`src/common/idct_pkg.sv`:
```
package idct_pkg;

	// SRAM side
	typedef logic [17:0] sram_addr_t;
	typedef logic [15:0] sram_data_t;

	// block data
	typedef logic signed [15:0] coef_t;
	typedef logic signed [31:0] acc_t;
	typedef logic [7:0] pixel_t;

	// row * 8 + column
	typedef logic [5:0] blk_index_t;

	// cosine table entry, scaled by 4096
	typedef logic signed [15:0] c_coef_t;

	// edges from address to the edge that samples its data
	localparam int SRAM_READ_LATENCY = 2;

	// one SRAM access for one cycle
	typedef struct packed {
		sram_addr_t address;
		sram_data_t write_data;
		logic we_n;
	} sram_req_t;

	// one write into the coefficient buffer
	typedef struct packed {
		logic valid;
		blk_index_t index;
		coef_t coef;
	} coef_wr_t;

endpackage
```
`src/source/idct_top.sv`:
```
`timescale 1ns/100ps

module idct_top import idct_pkg::*; #(
	parameter int LINE_WORDS = 320
) (
	input  logic       Clock,
	input  logic       Resetn,
	input  logic       start_i,
	input  sram_addr_t src_base_i,
	input  sram_addr_t dst_base_i,
	input  sram_data_t sram_read_data_i,
	output sram_addr_t sram_address_o,
	output sram_data_t sram_write_data_o,
	output logic       sram_we_n_o,
	output logic       done_o
);

logic fetch_go;
logic engine_go;
logic write_go;
logic fetch_done;
logic engine_done;
logic write_done;
sram_addr_t src_base;
sram_addr_t dst_base;
sram_req_t fetch_req;
sram_req_t write_req;
coef_wr_t coef_wr;
blk_index_t rd_index;
pixel_t pixel;

idct_sequencer seq0 (
	.Clock(Clock),
	.Resetn(Resetn),
	.start_i(start_i),
	.src_base_i(src_base_i),
	.dst_base_i(dst_base_i),
	.fetch_req_i(fetch_req),
	.write_req_i(write_req),
	.fetch_done_i(fetch_done),
	.engine_done_i(engine_done),
	.write_done_i(write_done),
	.fetch_go_o(fetch_go),
	.engine_go_o(engine_go),
	.write_go_o(write_go),
	.src_base_o(src_base),
	.dst_base_o(dst_base),
	.sram_address_o(sram_address_o),
	.sram_write_data_o(sram_write_data_o),
	.sram_we_n_o(sram_we_n_o),
	.done_o(done_o)
);

block_fetch #(.LINE_WORDS(LINE_WORDS)) fetch0 (
	.Clock(Clock),
	.Resetn(Resetn),
	.go_i(fetch_go),
	.src_base_i(src_base),
	.sram_read_data_i(sram_read_data_i),
	.req_o(fetch_req),
	.coef_wr_o(coef_wr),
	.done_o(fetch_done)
);

idct_engine engine0 (
	.Clock(Clock),
	.Resetn(Resetn),
	.go_i(engine_go),
	.coef_wr_i(coef_wr),
	.rd_index_i(rd_index),
	.pixel_o(pixel),
	.done_o(engine_done)
);

pixel_writer #(.LINE_WORDS(LINE_WORDS)) writer0 (
	.Clock(Clock),
	.Resetn(Resetn),
	.go_i(write_go),
	.dst_base_i(dst_base),
	.pixel_i(pixel),
	.rd_index_o(rd_index),
	.req_o(write_req),
	.done_o(write_done)
);

endmodule

```
`src/source/idct_sequencer.sv`:
```
`timescale 1ns/100ps

module idct_sequencer import idct_pkg::*; (
	input  logic       Clock,
	input  logic       Resetn,
	input  logic       start_i,
	input  sram_addr_t src_base_i,
	input  sram_addr_t dst_base_i,
	input  sram_req_t  fetch_req_i,
	input  sram_req_t  write_req_i,
	input  logic       fetch_done_i,
	input  logic       engine_done_i,
	input  logic       write_done_i,
	output logic       fetch_go_o,
	output logic       engine_go_o,
	output logic       write_go_o,
	output sram_addr_t src_base_o,
	output sram_addr_t dst_base_o,
	output sram_addr_t sram_address_o,
	output sram_data_t sram_write_data_o,
	output logic       sram_we_n_o,
	output logic       done_o
);

typedef enum logic [1:0] {
	SEQ_IDLE,
	SEQ_FETCH,
	SEQ_COMPUTE,
	SEQ_WRITE
} seq_state_t;

seq_state_t state;
logic start_accept;
sram_req_t sram_req;

// starts while busy are dropped
assign start_accept = (state == SEQ_IDLE) && start_i;

always_ff @(posedge Clock or negedge Resetn) begin
	if (!Resetn) begin
		state <= SEQ_IDLE;
		fetch_go_o <= 1'b0;
		engine_go_o <= 1'b0;
		write_go_o <= 1'b0;
	end else begin
		fetch_go_o <= start_accept;
		engine_go_o <= (state == SEQ_FETCH) && fetch_done_i;
		write_go_o <= (state == SEQ_COMPUTE) && engine_done_i;
		case (state)
			SEQ_IDLE: begin
				if (start_i) begin
					state <= SEQ_FETCH;
				end
			end
			SEQ_FETCH: begin
				if (fetch_done_i) begin
					state <= SEQ_COMPUTE;
				end
			end
			SEQ_COMPUTE: begin
				if (engine_done_i) begin
					state <= SEQ_WRITE;
				end
			end
			SEQ_WRITE: begin
				if (write_done_i) begin
					state <= SEQ_IDLE;
				end
			end
			default: state <= SEQ_IDLE;
		endcase
	end
end

always_ff @(posedge Clock) begin
	if (start_accept) begin
		src_base_o <= src_base_i;
		dst_base_o <= dst_base_i;
	end
end

// SRAM port belongs to the active phase
always_comb begin
	case (state)
		SEQ_FETCH: sram_req = fetch_req_i;
		SEQ_WRITE: sram_req = write_req_i;
		default: sram_req = '{address: '0, write_data: '0, we_n: 1'b1};
	endcase
end

assign sram_address_o = sram_req.address;
assign sram_write_data_o = sram_req.write_data;
assign sram_we_n_o = sram_req.we_n;

assign done_o = (state == SEQ_WRITE) && write_done_i;

endmodule

```
`src/source/pixel_writer.sv`:
```
`timescale 1ns/100ps

module pixel_writer import idct_pkg::*; #(
	parameter int LINE_WORDS = 320
) (
	input  logic       Clock,
	input  logic       Resetn,
	input  logic       go_i,
	input  sram_addr_t dst_base_i,
	input  pixel_t     pixel_i,
	output blk_index_t rd_index_o,
	output sram_req_t  req_o,
	output logic       done_o
);

logic active;
blk_index_t rd_idx;
pixel_t even_q;
sram_addr_t row_base;
sram_addr_t wr_addr_q;
sram_data_t wr_data_q;
logic wr_en_q;

assign rd_index_o = rd_idx;

always_ff @(posedge Clock or negedge Resetn) begin
	if (!Resetn) begin
		active <= 1'b0;
		rd_idx <= '0;
		wr_en_q <= 1'b0;
		done_o <= 1'b0;
	end else begin
		// the final write is the only one seen after active drops
		done_o <= wr_en_q && !active;
		wr_en_q <= active && rd_idx[0];
		if (go_i) begin
			active <= 1'b1;
			rd_idx <= '0;
		end else if (active) begin
			rd_idx <= rd_idx + 6'd1;
			if (rd_idx == 6'd63) begin
				active <= 1'b0;
			end
		end
	end
end

// even pixel waits a cycle for its odd neighbour
always_ff @(posedge Clock) begin
	if (go_i) begin
		row_base <= dst_base_i;
	end else if (active && rd_idx[2:0] == 3'd7) begin
		row_base <= row_base + sram_addr_t'(LINE_WORDS / 2);
	end
	if (!rd_idx[0]) begin
		even_q <= pixel_i;
	end
	wr_addr_q <= row_base + sram_addr_t'(rd_idx[2:1]);
	wr_data_q <= {even_q, pixel_i};
end

always_comb begin
	req_o.address = wr_addr_q;
	req_o.write_data = wr_data_q;
	req_o.we_n = !wr_en_q;
end

endmodule

```
`src/source/block_fetch.sv`:
```
`timescale 1ns/100ps

module block_fetch import idct_pkg::*; #(
	parameter int LINE_WORDS = 320
) (
	input  logic       Clock,
	input  logic       Resetn,
	input  logic       go_i,
	input  sram_addr_t src_base_i,
	input  sram_data_t sram_read_data_i,
	output sram_req_t  req_o,
	output coef_wr_t   coef_wr_o,
	output logic       done_o
);

localparam int LAST = SRAM_READ_LATENCY - 1;

logic issuing;
blk_index_t read_idx;
sram_addr_t row_addr;
sram_data_t data_q;
logic valid_line [SRAM_READ_LATENCY];
blk_index_t idx_line [SRAM_READ_LATENCY];

always_ff @(posedge Clock or negedge Resetn) begin
	if (!Resetn) begin
		issuing <= 1'b0;
		read_idx <= '0;
		valid_line <= '{default: 1'b0};
		done_o <= 1'b0;
	end else begin
		if (go_i) begin
			issuing <= 1'b1;
			read_idx <= '0;
		end else if (issuing) begin
			read_idx <= read_idx + 6'd1;
			if (read_idx == 6'd63) begin
				issuing <= 1'b0;
			end
		end
		valid_line[0] <= issuing;
		for (int i = 1; i < SRAM_READ_LATENCY; i++) begin
			valid_line[i] <= valid_line[i - 1];
		end
		done_o <= valid_line[LAST] && (idx_line[LAST] == 6'd63);
	end
end

// tag line runs alongside the reads in flight
always_ff @(posedge Clock) begin
	if (go_i) begin
		row_addr <= src_base_i;
	end else if (issuing && read_idx[2:0] == 3'd7) begin
		row_addr <= row_addr + sram_addr_t'(LINE_WORDS);
	end
	idx_line[0] <= read_idx;
	for (int i = 1; i < SRAM_READ_LATENCY; i++) begin
		idx_line[i] <= idx_line[i - 1];
	end
	data_q <= sram_read_data_i;
end

always_comb begin
	req_o.address = row_addr + sram_addr_t'(read_idx[2:0]);
	req_o.write_data = '0;
	req_o.we_n = 1'b1;
	coef_wr_o.valid = valid_line[LAST];
	coef_wr_o.index = idx_line[LAST];
	coef_wr_o.coef = coef_t'(data_q);
end

endmodule

```
`src/idct_engine/idct_engine.sv`:
```
`timescale 1ns/100ps

module idct_engine import idct_pkg::*; (
	input  logic       Clock,
	input  logic       Resetn,
	input  logic       go_i,
	input  coef_wr_t   coef_wr_i,
	input  blk_index_t rd_index_i,
	output pixel_t     pixel_o,
	output logic       done_o
);

typedef enum logic [1:0] {
	ENG_IDLE,
	ENG_ROW,
	ENG_COL
} engine_state_t;

engine_state_t state;
blk_index_t out_idx;
logic [1:0] step;

// S', T and S
coef_t coef_buf [64];
acc_t t_buf [64];
pixel_t pix_buf [64];

logic [2:0] out_row;
logic [2:0] out_col;
logic [2:0] k0;
logic [2:0] k1;
logic [2:0] n_sel;
c_coef_t c0;
c_coef_t c1;
acc_t op0;
acc_t op1;
acc_t prod0;
acc_t prod1;
acc_t acc;
acc_t sum;
acc_t row_scaled;
acc_t col_scaled;
pixel_t clipped;
logic last_step;
logic last_out;

assign out_row = out_idx[5:3];
assign out_col = out_idx[2:0];
assign k0 = {step, 1'b0};
assign k1 = {step, 1'b1};
assign last_step = (step == 2'd3);
assign last_out = (out_idx == 6'd63);

// row pass indexes C by output column, column pass by output row
assign n_sel = (state == ENG_COL) ? out_row : out_col;

c_coeff_rom rom0 (
	.k0_i(k0),
	.n0_i(n_sel),
	.k1_i(k1),
	.n1_i(n_sel),
	.c0_o(c0),
	.c1_o(c1)
);

always_comb begin
	if (state == ENG_COL) begin
		op0 = t_buf[{k0, out_col}];
		op1 = t_buf[{k1, out_col}];
	end else begin
		op0 = acc_t'(coef_buf[{out_row, k0}]);
		op1 = acc_t'(coef_buf[{out_row, k1}]);
	end
end

assign prod0 = op0 * acc_t'(c0);
assign prod1 = op1 * acc_t'(c1);
assign sum = ((step == 2'd0) ? acc_t'(0) : acc) + prod0 + prod1;
assign row_scaled = sum >>> 8;
assign col_scaled = sum >>> 16;

always_comb begin
	if (col_scaled < 0) begin
		clipped = 8'd0;
	end else if (col_scaled > 255) begin
		clipped = 8'd255;
	end else begin
		clipped = col_scaled[7:0];
	end
end

always_ff @(posedge Clock or negedge Resetn) begin
	if (!Resetn) begin
		state <= ENG_IDLE;
		out_idx <= '0;
		step <= '0;
		done_o <= 1'b0;
	end else begin
		done_o <= 1'b0;
		case (state)
			ENG_IDLE: begin
				out_idx <= '0;
				step <= '0;
				if (go_i) begin
					state <= ENG_ROW;
				end
			end
			ENG_ROW, ENG_COL: begin
				step <= step + 2'd1;
				if (last_step) begin
					out_idx <= out_idx + 6'd1;
					if (last_out && state == ENG_ROW) begin
						state <= ENG_COL;
					end else if (last_out) begin
						state <= ENG_IDLE;
						done_o <= 1'b1;
					end
				end
			end
			default: state <= ENG_IDLE;
		endcase
	end
end

// four cycles per entry, stored on the fourth
always_ff @(posedge Clock) begin
	if (coef_wr_i.valid) begin
		coef_buf[coef_wr_i.index] <= coef_wr_i.coef;
	end
	acc <= sum;
	if (last_step && state == ENG_ROW) begin
		t_buf[out_idx] <= row_scaled;
	end
	if (last_step && state == ENG_COL) begin
		pix_buf[out_idx] <= clipped;
	end
end

assign pixel_o = pix_buf[rd_index_i];

endmodule

```
`src/idct_engine/c_coeff_rom.sv`:
```
`timescale 1ns/100ps

module c_coeff_rom import idct_pkg::*; (
	input  logic [2:0] k0_i,
	input  logic [2:0] n0_i,
	input  logic [2:0] k1_i,
	input  logic [2:0] n1_i,
	output c_coef_t    c0_o,
	output c_coef_t    c1_o
);

// n = 0..3 of each row k, the rest is mirrored
localparam c_coef_t C_HALF [8][4] = '{
	'{1448,  1448,  1448,  1448},
	'{2009,  1703,  1138,   400},
	'{1892,   784,  -784, -1892},
	'{1703,  -400, -2009, -1138},
	'{1448, -1448, -1448,  1448},
	'{1138, -2009,   400,  1703},
	'{ 784, -1892,  1892,  -784},
	'{ 400, -1138,  1703, -2009}
};

function automatic c_coef_t lookup(input logic [2:0] k, input logic [2:0] n);
	logic [1:0] col;
	c_coef_t entry;
	// 7 - n for the upper half
	col = n[1:0] ^ {2{n[2]}};
	entry = C_HALF[k][col];
	// odd rows flip sign across the middle
	if (n[2] && k[0]) begin
		entry = -entry;
	end
	return entry;
endfunction

assign c0_o = lookup(k0_i, n0_i);
assign c1_o = lookup(k1_i, n1_i);

endmodule

```
`config.mk`:
```
export PLATFORM = sky130hd
export DESIGN_NAME = idct_top
export DESIGN_NICKNAME = d
export VERILOG_FILES = /design/src/common/idct_pkg.sv /design/src/source/idct_top.sv /design/src/source/idct_sequencer.sv /design/src/source/pixel_writer.sv /design/src/source/block_fetch.sv /design/src/idct_engine/idct_engine.sv /design/src/idct_engine/c_coeff_rom.sv
export SDC_FILE = /design/constraint.sdc
export NUM_CORES = 2
export LEC_CHECK = 0
export ABC_AREA = 1
export BUFFER_PORTS_ARGS = -buffer_cell sky130_fd_sc_hd__buf_2
export CAP_MARGIN = 30
export CORE_MARGIN = 5
export CORE_UTILIZATION = 60
export CTS_BUF_LIST = sky130_fd_sc_hd__clkbuf_8 sky130_fd_sc_hd__clkbuf_16
export DETAILED_ROUTE_END_ITERATION = 8
export PLACE_DENSITY = 0.76
export SETUP_SLACK_MARGIN = 0.5
export SYNTH_ARGS = -nofsm -noshare
export SYNTH_HDL_FRONTEND = slang
export SYNTH_SLANG_ARGS = --single-unit
```
`constraint.sdc`:
```
create_clock -name Clock -period 34.8 [get_ports Clock]
set_clock_uncertainty 0.15 [all_clocks]
set_input_delay 3.48 -clock Clock [delete_from_list [all_inputs] [get_ports Clock]]
set_output_delay 3.48 -clock Clock [all_outputs]
set_load 0.1 [all_outputs]
```
==> impl_metrics.tcl <==
set metrics [dict create \
    status "finished clean" \
    cts_tree "built" \
    min_period_ps 14910 \
    ios 91 \
    yosys_warnings 0 \
    async_reset_ff_share_pct 1.067 \
    path_max_fanout 96 \
    worst_path_max_delay_cell "o41ai_1" \
    rsz0062_at_grt "no" \
    final_util_pct 67.01 \
    cts_inserted_buffers 338 \
    max_slew_margin_pct 29.10 \
    start_util_pct 60.37 \
    min_period_over_period_pct 42.84 \
    setup_viol 0 \
    hold_violations 0 \
    syn_area_sq_um 148700 \
    area_growth_syn_to_layout_pct 11.00 \
    io_buffers 90 \
    synth_commonest_cells "3152 x edfxtp_1, 1865 x nand2_1, 1266 x nor2_1" \
    cts.path.max_buffers 4 \
    drt_iter0_markers 14170 \
    grt_usage_pct 32.45 \
    hpwl_mm 258.2 \
    fin_setup_tns_ps 0 \
    grt_pass1_wl_mm 626.0 \
    synth.distinct_cells 67 \
    min_path_type "reg -> reg" \
    drive_above_1_share_pct 9.517 \
    cts.clk_slew.worst_paths_ps 60 \
    syn_nets 12750 \
    cp_top_family "adder cells" \
    cts.sinks 3281 \
    cts_hold_buf 0 \
    drc_errors 0 \
    htreeDepth 5 \
    ant_nets 0 \
    worstSetupStartpointType "flip-flop" \
    post_cts_resized 0 \
    seq_area_frac_synth_pct 65.49 \
    rows 182 \
    dieArea_sq_um 258000 \
    crit_path_end_kind "flip-flop" \
    yosys.area.top_type "edfxtp_1" \
    synth_top_area_share_pct 63.64 \
    wl_per_cell_um 27.08 \
    dieHeight_um 507.9 \
    core_area_sq_um 246400 \
    final_nets 12910 \
    viasPerCell 6.375 \
    fmax_mhz 67.07 \
    synthMostInstantiatedCell "edfxtp_1" \
    overflow 0 \
    worst_pin_slew_ps 1064 \
    ys.flop_type "edfxtp_1" \
    worstPathArrival_ps 15330 \
    antenna_found_initial 10 \
    drv_slew 0 \
    syn_inst 11870 \
    syn_area_per_cell_sq_um 12.53 \
    first_pass_iters 8 \
    post_cts_buffers 0 \
    grt_max_degree 127 \
    synth_area_leaders "edfxtp_1 64%, fa_1 8.5%, nand2_1 4.7%" \
    vias 99460 \
    slowest_delay_ps 850 \
    crit_buf_inv 13 \
    synth_edf_count 3152 \
    clk_latency_ps 1030 \
    n_fill_cell 16830 \
    die_x_um 507.9 \
    grt_pass1_vias 98250 \
    synth-seq-cells 3281 \
    globalplace.congestion 1.001 \
    crit_type "reg -> reg" \
    cap_violations 0 \
    critPathRequiredTime_ps 35220 \
    totalWireLength_mm 422.4 \
    cts_root_buffer "clkbuf_16" \
]
==> stage by stage <==
step | cell area, sq um | cells | setup slack (ps) | hold WS [ps]
2_1_floorplan | 148700 | 11870 | 21420 | 159.6
3_5_place_dp | 154300 | 15000 | 20000 | 163.2
3_3_place_gp | 153800 | 14950 | 19280 | 166.7
6_report | 165100 | 15600 | 19890 | 177.7
4_1_cts | 165000 | 15590 | 20010 | 178.6
5_1_grt | 165100 | 15600 | 19190 | 191.5
==> cell families (layout without fill, tap and decap cells) <==
kind of cell	Yosys count	count (layout)	synth area share, %
compound gates	2052	2052	8.652
xor+xnor	67	67	0.3945
fa+ha+maj	825	825	10.13
buf+inv	1790	2199	4.770
flops	3281	3281	65.49
other cells	0	6	0
simple gates	3859	3859	10.56
==> sequential cells by signal (all words and copies together), names as in the netlist, 16 cells and up <==
signal             count
fetch0.row_addr       18
engine0.acc           32
engine0.t_buf       1536
engine0.pix_buf      512
engine0.coef_buf    1024
seq0.src_base_o       18
writer0.wr_addr_q     18
writer0.wr_data_q     16
writer0.row_base      18
fetch0.data_q         16
seq0.dst_base_o       18
==> area by class of cell <==
class                   instances  area, sq um  share of cell area (%)
clock buffers                 354         8780                   5.318
clock inverters               235         1901                   1.151
multi-input cells            6803        45040                   27.28
repair buffers                465         3433                   2.080
diodes                          6        15.01                0.009094
well taps                    3312         4144                   2.510
flip-flops and latches       3281        97450                   59.02
inverters                    1145         4335                   2.626
==> placed cells by master, fill, tap and decap left out, types with 18 or more instances in the layout <==
cell       synthesis  layout
a221oi_1         136     136
a32oi_1           23      23
ha_1             192     191
xor2_1            41      30
a22o_1            88      88
fa_1             633     633
a22oi_1          102     102
nand2_1         1865    1861
nand3_1          345     342
o21ai_0          763     763
a31oi_1           22      21
nor2_1          1266    1250
buf_2            196     110
clkinv_1           8      55
o221ai_1          91      91
o22ai_1          335     335
inv_1           1116    1179
nand4_1          120     120
dfrtp_1           35      28
dfxtp_1           94      78
or2_2             18      18
a21oi_1          306     306
nor3_2             2      68
nand2_2           25      24
bufinv_16          0      30
clkbuf_16          0     347
nor3_1           169     101
inv_2             20      20
buf_4             24     333
edfxtp_1        3152    3152
nor2_2            15      21
o211ai_1          53      53
clkinv_2           0      63
==> final timing paths <==
kind | depth (start not counted) | to | slack (ps) | from
setup reg to reg | 41 | engine0.pix_buf[31][0] | 19890 | engine0.step[0]
min in group asynchronous | 2 | writer0.rd_index_o[1] | 2580 | Resetn
max in group asynchronous | 2 | engine0.out_idx[0] | 31320 | Resetn
setup / recovery | 41 | engine0.pix_buf[31][0] | 19890 | engine0.step[0]
hold reg to reg | 0 | fetch0.idx_line[0][10] | 180 | fetch0.idx_line[0][4]
hold / removal | 0 | fetch0.idx_line[0][10] | 180 | fetch0.idx_line[0][4]
==> per-layer routing <==
layer  GRT usage [%]  up-vias  wire length [um]
li1                -    42100                 -
met1           44.09    48960            151100
met2           50.60     7130            194600
met3           6.776     1267             51760
met4           15.97        6             24890
met5               0        -                34
Power is left out: the tool's default activity adds up to more than one toggle a clock period on the data nets, which glitch-free logic cannot reach.
